`config.mk`:
```
export PLATFORM = sky130hd
export DESIGN_NAME = rv_station
export DESIGN_NICKNAME = d
export VERILOG_FILES = /design/src/rtl/rv_reg_pkg.sv /design/src/rtl/rv_types_pkg.sv /design/src/rtl/rv_station.sv /design/src/rtl/rv_station_regs.sv /design/src/rtl/rv_station_array.sv /design/src/rtl/rv_rpri.sv
export VERILOG_INCLUDE_DIRS = /design/src /design/src/rtl
export SDC_FILE = /design/constraint.sdc
export NUM_CORES = 1
export LEC_CHECK = 0
export BUFFER_PORTS_ARGS = -buffer_cell sky130_fd_sc_hd__buf_2
export CAP_MARGIN = 20
export CORE_MARGIN = 8
export CORE_UTILIZATION = 60
export DETAILED_ROUTE_END_ITERATION = 12
export GPL_ROUTABILITY_DRIVEN = 0
export HOLD_SLACK_MARGIN = 0.03
export PLACE_DENSITY_LB_ADDON = 0.15
export SYNTH_ARGS = -nofsm -noshare
export SYNTH_HDL_FRONTEND = slang
export SYNTH_SLANG_ARGS = --single-unit
```
`constraint.sdc`:
```
create_clock -name clk -period 4.21 [get_ports clk]
set_input_delay 0.842 -clock clk [delete_from_list [all_inputs] [get_ports clk]]
set_output_delay 0.842 -clock clk [all_outputs]
set_load 0.03 [all_outputs]
```
`src/rtl/rv_cfg.svh`:
```
//##########################################################################
// Build-time sizes of the reservation station
// Entry count, register and instruction tag widths, register-bus widths
//##########################################################################

`ifndef RV_CFG_SVH
`define RV_CFG_SVH

// Number of station entries
// The prioritizer levels cover at most 32 entries
`define RV_ENTRIES 8

// Width of a physical register tag carried by each source
`define RV_RTAG_W 6

// Width of the instruction tag that follows an entry to issue
`define RV_ITAG_W 5

// Register bus address width
// Two bits cover ctrl, status and issue_count
`define RV_RADDR_W 2

// Register bus data width
// The issue counter is as wide as a read word
`define RV_RDATA_W 16

`endif
```
`src/rtl/rv_reg_pkg.sv`:
```
//##########################################################################
// Register bus types of the station control block
// Request layout, register address map, throttle field
//##########################################################################

package rv_reg_pkg;

`include "rv_cfg.svh"

   // Register map
   // Address 3 is unused and reads as zero
   typedef enum logic [`RV_RADDR_W-1:0] {
      ctrl        = 'd0,
      status      = 'd1,
      issue_count = 'd2
   } reg_addr_e;

   // One register access per cycle
   // A read needs no strobe because read data follows addr directly
   typedef struct packed {
      logic                   wr;
      reg_addr_e              addr;
      logic [`RV_RDATA_W-1:0] wdata;
   } reg_req_t;

   // Number of idle cycles forced between two issues
   typedef logic [3:0] throttle_t;

endpackage

```
`src/rtl/rv_types_pkg.sv`:
```
//##########################################################################
// Reservation station types
// Tag vectors, occupancy count, dispatch and issue payloads, entry layout
//##########################################################################

package rv_types_pkg;

`include "rv_cfg.svh"

   // A physical register tag as seen by the wakeup broadcast
   typedef logic [`RV_RTAG_W-1:0] rtag_t;

   // Instruction tag that identifies an instruction at issue
   typedef logic [`RV_ITAG_W-1:0] itag_t;

   // One bit per entry and the top index holds the oldest instruction
   typedef logic [`RV_ENTRIES-1:0] entry_vec_t;

   // Occupancy runs from 0 up to and including the entry count
   typedef logic [$clog2(`RV_ENTRIES+1)-1:0] occ_t;

   // Payload presented by the dispatcher with a disp_valid strobe
   typedef struct packed {
      itag_t itag;
      rtag_t src0;
      logic  src0_rdy;
      rtag_t src1;
      logic  src1_rdy;
   } disp_t;

   // Payload of the instruction that leaves the station
   typedef struct packed {
      itag_t itag;
      rtag_t src0;
      rtag_t src1;
   } issue_t;

   // One stored entry
   // Both ready bits must be set before the entry can request issue
   typedef struct packed {
      logic  valid;
      itag_t itag;
      rtag_t src0;
      rtag_t src1;
      logic  src0_rdy;
      logic  src1_rdy;
   } rs_entry_t;

endpackage

```
`src/rtl/rv_station.sv`:
```
//##########################################################################
// Reservation station issue-select top level
// Entry array, reverse prioritizer and control register block
//##########################################################################

`timescale 1ns/1ps

`include "rv_cfg.svh"

module rv_station
   import rv_types_pkg::*;
   import rv_reg_pkg::*;
(
   input  logic                   clk,
   input  logic                   arst_n,
   input  logic                   disp_valid,
   input  disp_t                  disp,
   input  logic                   wake_valid,
   input  rtag_t                  wake_tag,
   input  reg_req_t               reg_req,
   output logic                   full,
   output logic                   issue_valid,
   output issue_t                 issue,
   output logic [`RV_RDATA_W-1:0] reg_rdata
);

   entry_vec_t req_vec;
   entry_vec_t grant_vec;
   occ_t       occupancy;
   logic       issue_allow;

   // Storage, wakeup and collapse
   rv_station_array u_array (
      .clk        (clk),
      .arst_n     (arst_n),
      .disp_valid (disp_valid),
      .disp       (disp),
      .wake_valid (wake_valid),
      .wake_tag   (wake_tag),
      .issue_allow(issue_allow),
      .grant_vec  (grant_vec),
      .req_vec    (req_vec),
      .full       (full),
      .occupancy  (occupancy),
      .issue_valid(issue_valid),
      .issue      (issue)
   );

   // The oldest requesting entry sits at the highest index
   rv_rpri #(.size(`RV_ENTRIES)) u_rpri (
      .cond(req_vec),
      .pri (grant_vec)
   );

   rv_station_regs u_regs (
      .clk        (clk),
      .arst_n     (arst_n),
      .reg_req    (reg_req),
      .reg_rdata  (reg_rdata),
      .occupancy  (occupancy),
      .issue_valid(issue_valid),
      .issue_allow(issue_allow)
   );

endmodule

```
`src/rtl/rv_station_regs.sv`:
```
//##########################################################################
// Station control and status registers
// Issue enable and throttle hold counter driving issue_allow
// Occupancy read-back and issued-instruction counter
//##########################################################################

`timescale 1ns/1ps

`include "rv_cfg.svh"

module rv_station_regs
   import rv_types_pkg::*;
   import rv_reg_pkg::*;
(
   input  logic                   clk,
   input  logic                   arst_n,
   input  reg_req_t               reg_req,
   output logic [`RV_RDATA_W-1:0] reg_rdata,
   input  occ_t                   occupancy,
   input  logic                   issue_valid,
   output logic                   issue_allow
);

   logic                   enable_q;
   throttle_t              throttle_q;
   throttle_t              hold_q;
   logic [`RV_RDATA_W-1:0] issue_cnt_q;
   logic                   ctrl_wr;
   logic                   cnt_wr;

   assign ctrl_wr = reg_req.wr && (reg_req.addr == ctrl);
   assign cnt_wr  = reg_req.wr && (reg_req.addr == issue_count);

   // The issue_valid cycle already blocks the next grant
   // so the hold counter only has to cover the remaining T-1 cycles
   always_ff @(posedge clk or negedge arst_n)
   begin
      if (!arst_n)
      begin
         enable_q    <= 1'b1;
         throttle_q  <= '0;
         hold_q      <= '0;
         issue_cnt_q <= '0;
      end
      else
      begin
         if (ctrl_wr)
         begin
            enable_q   <= reg_req.wdata[0];
            throttle_q <= reg_req.wdata[7:4];
         end
         if (issue_valid)
            hold_q <= (throttle_q == '0) ? '0 : throttle_q - 1'b1;
         else if (hold_q != '0)
            hold_q <= hold_q - 1'b1;
         // A write clears the counter and takes priority over a concurrent issue
         if (cnt_wr)
            issue_cnt_q <= '0;
         else if (issue_valid)
            issue_cnt_q <= issue_cnt_q + 1'b1;
      end
   end

   // With interval T this stays low for T cycles after each issue
   assign issue_allow = enable_q && (hold_q == '0) && !(issue_valid && (throttle_q != '0));

   // Reads are combinational from the address, ctrl mirrors its write layout
   always_comb
   begin
      reg_rdata = '0;
      case (reg_req.addr)
         ctrl:
         begin
            reg_rdata[0]   = enable_q;
            reg_rdata[7:4] = throttle_q;
         end
         status:      reg_rdata[$bits(occ_t)-1:0] = occupancy;
         issue_count: reg_rdata = issue_cnt_q;
         default:     reg_rdata = '0;
      endcase
   end

   // A test never runs long enough to overflow the issue counter
   a_cnt_no_wrap: assert property (@(posedge clk) disable iff (!arst_n)
      (issue_valid && !cnt_wr) |-> (issue_cnt_q != '1));

endmodule

```
`src/rtl/rv_station_array.sv`:
```
//##########################################################################
// Reservation station entry array
// Dispatch write, wakeup tag match with dispatch bypass, ready vector
// Issue register and age-ordered collapse toward the old end
//##########################################################################

`timescale 1ns/1ps

`include "rv_cfg.svh"

module rv_station_array
   import rv_types_pkg::*;
(
   input  logic       clk,
   input  logic       arst_n,
   input  logic       disp_valid,
   input  disp_t      disp,
   input  logic       wake_valid,
   input  rtag_t      wake_tag,
   input  logic       issue_allow,
   input  entry_vec_t grant_vec,
   output entry_vec_t req_vec,
   output logic       full,
   output occ_t       occupancy,
   output logic       issue_valid,
   output issue_t     issue
);

   localparam int entries = `RV_ENTRIES;

   // Valid entries always sit packed at the top indices, oldest first
   rs_entry_t  ent_q [entries];
   rs_entry_t  woke  [entries];
   rs_entry_t  ent_d [entries];
   rs_entry_t  disp_ent;
   entry_vec_t ready_vec;
   entry_vec_t shift_vec;
   logic       granted;
   occ_t       occ_q;
   occ_t       occ_kept;
   occ_t       occ_d;
   logic       full_q;
   logic       issue_valid_q;
   issue_t     issue_q;
   issue_t     issue_d;

   // Broadcast tag compare against every stored source
   // The ready vector itself is built from the registered bits only
   always_comb
   begin
      for (int i = 0; i < entries; i++)
      begin
         woke[i] = ent_q[i];
         if (wake_valid && ent_q[i].valid && (ent_q[i].src0 == wake_tag))
            woke[i].src0_rdy = 1'b1;
         if (wake_valid && ent_q[i].valid && (ent_q[i].src1 == wake_tag))
            woke[i].src1_rdy = 1'b1;
         ready_vec[i] = ent_q[i].valid & ent_q[i].src0_rdy & ent_q[i].src1_rdy;
      end
   end

   // The dispatched sources see the same broadcast so a wakeup is not lost
   always_comb
   begin
      disp_ent.valid    = 1'b1;
      disp_ent.itag     = disp.itag;
      disp_ent.src0     = disp.src0;
      disp_ent.src1     = disp.src1;
      disp_ent.src0_rdy = disp.src0_rdy | (wake_valid && (disp.src0 == wake_tag));
      disp_ent.src1_rdy = disp.src1_rdy | (wake_valid && (disp.src1 == wake_tag));
   end

   assign req_vec = ready_vec & {entries{issue_allow}};
   assign granted = |grant_vec;

   // shift_vec marks the granted slot and every younger slot below it
   always_comb
   begin
      logic above;
      above = 1'b0;
      for (int i = entries - 1; i >= 0; i--)
      begin
         above        = above | grant_vec[i];
         shift_vec[i] = above;
      end
   end

   // Younger entries move up one slot over the granted one
   // A new dispatch lands just below the youngest surviving entry
   always_comb
   begin
      occ_kept = occ_q - occ_t'(granted);
      occ_d    = occ_kept + occ_t'(disp_valid);
      ent_d[0] = shift_vec[0] ? rs_entry_t'('0) : woke[0];
      for (int i = 1; i < entries; i++)
         ent_d[i] = shift_vec[i] ? woke[i-1] : woke[i];
      for (int i = 0; i < entries; i++)
      begin
         if (disp_valid && (i == entries - 1 - int'(occ_kept)))
            ent_d[i] = disp_ent;
      end
   end

   // The grant is one-hot so the OR of masked fields picks one entry
   always_comb
   begin
      issue_d = '0;
      for (int i = 0; i < entries; i++)
      begin
         if (grant_vec[i])
         begin
            issue_d.itag = ent_q[i].itag;
            issue_d.src0 = ent_q[i].src0;
            issue_d.src1 = ent_q[i].src1;
         end
      end
   end

   always_ff @(posedge clk or negedge arst_n)
   begin
      if (!arst_n)
      begin
         for (int i = 0; i < entries; i++)
            ent_q[i] <= '0;
         occ_q         <= '0;
         full_q        <= 1'b0;
         issue_valid_q <= 1'b0;
      end
      else
      begin
         ent_q         <= ent_d;
         occ_q         <= occ_d;
         full_q        <= (occ_d == occ_t'(entries));
         issue_valid_q <= granted;
      end
   end

   // Issue payload is only meaningful while issue_valid is high
   always_ff @(posedge clk)
   begin
      if (granted)
         issue_q <= issue_d;
   end

   assign full        = full_q;
   assign occupancy   = occ_q;
   assign issue_valid = issue_valid_q;
   assign issue       = issue_q;

   // The dispatcher has to respect the registered full level
   a_no_disp_full: assert property (@(posedge clk) disable iff (!arst_n)
      disp_valid |-> !full_q);

   // The prioritizer must never hand back more than one grant
   a_grant_onehot: assert property (@(posedge clk) disable iff (!arst_n)
      $onehot0(grant_vec));

   // A grant may only land on a stored entry with both sources ready
   a_grant_ready: assert property (@(posedge clk) disable iff (!arst_n)
      (grant_vec & ~ready_vec) == '0);

endmodule

```
`src/rtl/rv_rpri.sv`:
```
//##########################################################################
// Reverse prioritizer
// Keeps only the highest-index set bit of the request vector
// Log-depth OR tree with alternating polarity, widths 1 to 32
//##########################################################################

`timescale 1ns/1ps

module rv_rpri #(
   parameter int size = 32
) (
   input  logic [size-1:0] cond,
   output logic [size-1:0] pri
);

   // Five doubling levels reach 32 bits which is the widest supported vector
   localparam int levels = 5;

   // Level 0 is the request vector itself
   // After level k each bit summarizes the 2**k requests starting at its own index
   // Odd levels hold the inverted OR and even levels the true OR
   wire [levels:0][size-1:0] lvl;

   assign lvl[0] = cond;

   for (genvar k = 1; k <= levels; k++)
   begin : g_level
      localparam int stride = 1 << (k - 1);

      for (genvar i = 0; i < size; i++)
      begin : g_bit
         if (i + stride >= size)
         begin : g_edge
            // Nothing above to merge so the bit only flips polarity
            assign lvl[k][i] = ~lvl[k-1][i];
         end
         else if (k % 2 == 1)
         begin : g_nor
            // Previous level is true polarity so a NOR merges the two ranges
            assign lvl[k][i] = ~(lvl[k-1][i] | lvl[k-1][i+stride]);
         end
         else
         begin : g_nand
            // Previous level is inverted and a NAND gives the true OR
            assign lvl[k][i] = ~(lvl[k-1][i] & lvl[k-1][i+stride]);
         end
      end
   end

   // The last level is odd and therefore inverted
   // lvl[levels][i+1] is high when no bit above i requests
   for (genvar i = 0; i < size; i++)
   begin : g_pri
      if (i == size - 1)
      begin : g_top
         // The highest index always wins when it requests
         assign pri[i] = cond[i];
      end
      else
      begin : g_low
         assign pri[i] = cond[i] & lvl[levels][i+1];
      end
   end

endmodule

```
After elaboration in Yosys (flattened, before gate mapping)
Cells that the tools add are included.
{"block": "word_totals", "regBits": 208, "input_bits": 48, "output_inout_bits": 35}
{"block": "op_classes", "add_sub_neg": 6, "eq_ne": 28, "muxes": 49, "bitwise": 61, "n_reduce_logical": 59}
{"cell": "$mux 20", "n": 16}
{"cell": "$mux 17", "n": 8}
{"cell": "$eq 4x32->1 const A", "n": 4}
{"cell": "$eq 6x6->1", "n": 18}
{"cell": "$eq 3x32->1 const A", "n": 2}
{"cell": "$logic_and 1x1->1", "n": 39}
{"cell": "$eq 2x32->1 const A", "n": 1}
{"cell": "$logic_not 32->1", "n": 1}
{"cell": "$mux 16", "n": 2}
{"cell": "$and 1x1->1", "n": 28}
{"cell": "$reduce_bool 2->1", "n": 10}
{"cell": "$or 1x1->1", "n": 18}
{"cell": "$add 16x1->16 const B", "n": 1}
{"cell": "$mux 1", "n": 16}
{"cell": "$not 1->1", "n": 14}
{"cell": "$mux 4", "n": 3}
{"cell": "$and 8x8->8", "n": 1}
{"cell": "$logic_not 4->1", "n": 2}
{"cell": "$mux 8", "n": 1}
{"cell": "$pmux 4 s2", "n": 1}
{"cell": "$reduce_bool 4->1", "n": 2}
{"cell": "$reduce_or 8->1", "n": 1}
{"cell": "$sub 4x1->4 const B", "n": 2}
{"cell": "$pmux 3 s2", "n": 1}
{"cell": "other kinds (10)", "n": 11}

Logic depth before layout (Yosys ltp)
{"block": "depth", "depth_word": 20, "ltp_mapped": 16, "depth_no_buf": 14}

By module
From an unflattened synthesis, not the netlist that was laid out.
{"block": "hier_totals", "hier_cells": 1265, "hier_area_um2": 12483.2}
{"module": "rv_station_array", "instances": 1, "cells_per_inst": 1100, "area_per_inst_um2": 10925.5}
{"module": "rv_station_regs", "instances": 1, "cells_per_inst": 154, "area_per_inst_um2": 1467.7}
{"module": "rv_rpri", "instances": 1, "cells_per_inst": 11, "area_per_inst_um2": 90.1}

Worst setup path before layout
No wires, ideal clock.
{"block": "synth_timing", "path_kind": "flip-flop to flip-flop", "from": "register u_regs.hold_q[0]", "to": "register u_array.ent_q[80] (netlist name)", "arrival_time_ns": 3.544, "required_ns": 4.069, "slack_ns": 0.525, "path_stages_with_launch": 16, "n_path_buf": 3, "period_less_slack_ns": 3.685, "path_cell_list": "dfrtp_1 inv_1 ha_1 nor3b_2 and3_2 o41ai_1 clkbuf_1 inv_1 ha_1 ha_1 inv_1 o31a_1 or3_1 clkbuf_1 buf_2 mux2i_1"}
{"element": "from (decl)", "line_no": "rv_station_regs.sv:26", "source": "throttle_t hold_q;"}
{"element": "from (signal assigned)", "line_no": "rv_station_regs.sv:53", "source": "hold_q <= (throttle_q == '0) ? '0 : throttle_q - 1'b1;"}
{"element": "from (signal assigned)", "line_no": "rv_station_regs.sv:55", "source": "hold_q <= hold_q - 1'b1;"}
{"element": "to (signal assigned)", "line_no": "rv_station_array.sv:131", "source": "ent_q <= ent_d;"}
{"element": "to (decl)", "line_no": "rv_station_array.sv:32", "source": "rs_entry_t ent_q [entries];"}

==> metrics.md <==
| Metric | Value |
|---|---|
| Share of synthesized flip-flops with an asynchronous set or reset | 0.918 |
| Fraction of layout instances using a drive strength above 1 | 0.145 |
| Yosys warns | 0 |
| Pin count of the biggest net entering global routing | roughly 110 |
| Area added between synthesis and finish | 10.6% |
| Synthesized area | 12400 um^2 |
| Slew of the pin with the lowest slew margin | ~900 ps |
| Instance count of the mapped netlist | 1117 |
| Mapped Nets | 1176 |
| Leakage | 6.49 nW |
| Critical Path Max Stage Delay | 520 ps |
| Series of cell instances along the critical path | o41ai_4 > and3_2 > o41ai_2 > inv_1 > ha_1 > ha_1 > inv_1 > o31a_1 > or3_1 > buf_4 > mux2i_1 |
| Slowest stage cell on the critical path | sky130_fd_sc_hd__o41ai_4 |
| Total Negative Setup Slacks | 0 ps |
| Kind of cell adding the most delay to the critical path | compound AO/OA/AOI/OAI gates |
| Violation count after the first detailed-routing iteration | 834 |
| Kind of end point of the critical path | flop |
| Worst Setup Start Kind | flop |
| Final critical path time including I/O delays and setup | about 3400 ps |
| Die span in y | 160 um |
| Data arrival time of the worst path | 3800 ps |
| Leading cell type in the layout, fill and taps excluded | sky130_fd_sc_hd__mux2i_1 |
| Capture point of the worst reg-to-reg path | u_array.ent_q[81] |
| DR WL/cell | ~23 um |
| Critical Setup Path Class | reg -> reg |
| Initial cell density of the core | 0.612 |
| Maximum fanout encountered on the critical timing path | 20 |
| Worst Path Required | 4560 ps |
| Total overflow reported by the global router | 0 |
| Count of buffering cells on the critical path with inverters included | 3 |
| Number of top-level design ports | 83 |
| Wire length of the first global-routing pass | 52500 um |
| Via count of the first global-routing pass | approximately 9000 |
| Maximum clock insertion buffer count | 3 |
| Total power | roughly 9 mW |
| Via total after detailed routing | 9147 |
| DP Wirelength | 23000 um |
| Total DRC errors in the routed layout | 0 |
| Synthesis-stage register bit count | 208 |
| Number of levels in the clock H-tree | 1 |
| Type of the worst min-delay path | in -> async |
| Area of the die | 25500 um^2 |
| Max Slew Vio Count | 0 |
| Post-CTS setup buffer count | 0 |
| Ant. Diodes | 0 |
| Commonest non-fill, non-tap cells in the layout | 277 x sky130_fd_sc_hd__mux2i_1, 190 x sky130_fd_sc_hd__dfrtp_1, 70 x sky130_fd_sc_hd__nand2_1, 70 x sky130_fd_sc_hd__buf_2, 63 x sky130_fd_sc_hd__xor2_1 |
| Clock insertion delay at the later pin of the skew report | around 520 ps |
| Number of antenna violations at the first check in global routing | 0 |
| Rel. slew slack | 0.396 |
| Core Rows | 52 |
| Number of nets still failing antenna checks after routing | 0 |
| Number of buffers inserted by hold repair at cts | 0 |
| Final routed wirelength across all metal layers | 32800 um |
| Max Cap Viol | 0 |
| Clk slew on worst S/H paths | 60 ps |
| Worst reg2reg path startpoint | u_regs.throttle_q[0] |
| Count of buffers inserted at the top-level ports | 71 |
| Root buf cell | sky130_fd_sc_hd__clkbuf_16 |
| Total global routing track utilization | 0.253 |
| Core area | approximately 20000 um^2 |
| Number of optimization iterations in the first detailed-route pass | 6 |
| Total CTS buffers | 24 |
| Outcome | completed |
| Worst-case reg-to-reg path depth | 11 |
| Clock tree from TritonCTS | yes |
| Library cells used by synthesis | 70 |
| Width of the chip | ~160 um |
| Worst setup slack for register-to-register paths | 760 ps |
| Maximum resistive drop on vdd | roughly 0.00035 V |
| Count of clock tree sinks | around 210 |
| Number of inserted filler cells in the final layout | 1592 |
| Share of the clock period used by the worst path after layout | 0.818 |
| Gates resized, CTS repair | 0 |
| Post-synth EDFFs | 17 |
| Unrepaired setup endpoints after global routing | false |
| Maximum clock frequency | approximately 290 MHz |
| Mean area per synthesized cell | 11.1 um^2 |
| # nets final | 1227 |
| Dominant register cell in the synthesized netlist | sky130_fd_sc_hd__dfrtp_1 |
| Clock skew after layout | 10.4 ps |
| Proportion of synthesized chip area in sequential cells | 0.427 |
| Final-report hold violation count | 0 |
| Final setup violation count | 0 |
| Average via count per standard cell | 6.28 |
| Power per Cell Area | 669 nW/um^2 |
## worst register-to-register path, delay by kind of cell, from the launching register on
kind                       cells  cell delay [ps]
adders and majority gates      2              460
and+or+nand+nor                2              670
DFF                            1              500
buffers and inverters          3              480
muxes                          1              180
AOI/OAI and AO/OA              3              990
## sequential cells by signal (all words and copies together) (netlist names)
signal,count
u_regs.hold_q,4
u_regs.throttle_q,4
u_array.occupancy,4
u_array.full,1
u_regs.enable_q,1
u_array.ent_q,160
u_array.issue,17
u_array.issue_valid,1
u_regs.issue_cnt_q,16
## how the worst max path moves through the flow
stage                                     from                end  slack (ps)  depth (start not counted)
after floorplan               u_regs.hold_q[0]  u_array.ent_q[80]         530                         15
after global placement    u_regs.throttle_q[1]  u_array.ent_q[81]         890                         11
after detailed placement  u_regs.throttle_q[1]  u_array.ent_q[80]         850                         11
after CTS                 u_regs.throttle_q[1]  u_array.ent_q[81]         800                         11
after global routing         u_array.ent_q[19]       u_array.full         500                         13
final                     u_regs.throttle_q[0]  u_array.ent_q[81]         760                         11
## metrics by stage
step | std cells | area (um^2) | hold slack, ps | setup WS [ps] | utilization
2_1_floorplan | 1117 | 12400 | 495 | 525 | -
3_3_place_gp | 1412 | 12900 | 508 | 888 | 0.637
3_5_place_dp | 1412 | 12900 | 514 | 846 | 0.637
4_1_cts | 1456 | 13700 | 464 | 803 | 0.677
5_1_grt | 1456 | 13700 | 497 | 499 | 0.677
6_report | 1456 | 13700 | 400 | 764 | 0.677
## cell families (layout without fill, tap and decap cells)
logic type	after synthesis	count (layout)	synth area share
buffers and inverters	103	172	0.0437
multiplexers	288	288	0.234
flip-flops	208	208	0.427
AND/OR/NAND/NOR	234	234	0.100
adder cells (fa/ha/maj)	11	11	0.0111
AO/OA/AOI/OAI	148	148	0.0948
XOR/XNOR	125	125	0.0884
## area by class of cell
class / count / area, um^2 / area share
clock buffers: 34 / 709 / 0.0518
inverters: 30 / 113 / 0.00822
multi-input cells: 806 / 6580 / 0.480
repair buffers: 98 / 567 / 0.0414
clock inverters: 10 / 97.6 / 0.00713
flip-flops and latches: 208 / 5290 / 0.386
well taps: 270 / 338 / 0.0247
## synthesized netlist by cell type (4+ instances only)
cell type,n,share of area
sky130_fd_sc_hd__a21oi_1,22,0.0089
sky130_fd_sc_hd__clkbuf_1,23,0.0070
sky130_fd_sc_hd__a221o_1,16,0.013
sky130_fd_sc_hd__nor4_1,18,0.0091
sky130_fd_sc_hd__nor2b_1,9,0.0045
sky130_fd_sc_hd__ha_1,11,0.011
sky130_fd_sc_hd__and3_1,9,0.0045
sky130_fd_sc_hd__or3_1,7,0.0035
sky130_fd_sc_hd__buf_6,10,0.0091
sky130_fd_sc_hd__xor2_1,63,0.045
sky130_fd_sc_hd__mux2i_1,277,0.22
sky130_fd_sc_hd__o21ai_1,10,0.0040
sky130_fd_sc_hd__a41o_1,8,0.0065
sky130_fd_sc_hd__inv_1,30,0.0091
sky130_fd_sc_hd__a41oi_1,11,0.0078
sky130_fd_sc_hd__o21ai_0,8,0.0032
sky130_fd_sc_hd__o211ai_1,8,0.0049
sky130_fd_sc_hd__a31oi_1,11,0.0056
sky130_fd_sc_hd__dfrtp_1,190,0.38
sky130_fd_sc_hd__a222oi_1,9,0.0073
sky130_fd_sc_hd__a22oi_1,6,0.0036
sky130_fd_sc_hd__nor3_1,18,0.0073
sky130_fd_sc_hd__nand4_1,16,0.0081
sky130_fd_sc_hd__nand3_1,21,0.0085
sky130_fd_sc_hd__nand2_1,70,0.021
sky130_fd_sc_hd__nand2b_1,12,0.0061
sky130_fd_sc_hd__nor2_1,26,0.0079
sky130_fd_sc_hd__buf_2,33,0.013
sky130_fd_sc_hd__and2_1,10,0.0051
sky130_fd_sc_hd__o22ai_1,4,0.0020
sky130_fd_sc_hd__a32oi_1,6,0.0042
sky130_fd_sc_hd__mux2_2,9,0.0082
sky130_fd_sc_hd__edfxtp_1,17,0.041
sky130_fd_sc_hd__xnor2_1,62,0.044
## layer usage
metal,GRT usage,wire [um],share of wire,vias to the layer above
met5,0,0,0,-
met4,0.0605,549,0.017,0
met3,0.0504,2470,0.075,39
met2,0.380,14500,0.44,324
met1,0.370,15200,0.46,4579
li1,-,-,-,4205
## power breakdown
group / switching (mW) / total [mW] / internal (mW)
clock network: 0.848 / 2.14 / 1.29
logic: 1.78 / 3.26 / 1.48
registers: 0.922 / 3.77 / 2.85
No activity file was read; power rests on OpenSTA's default activity.
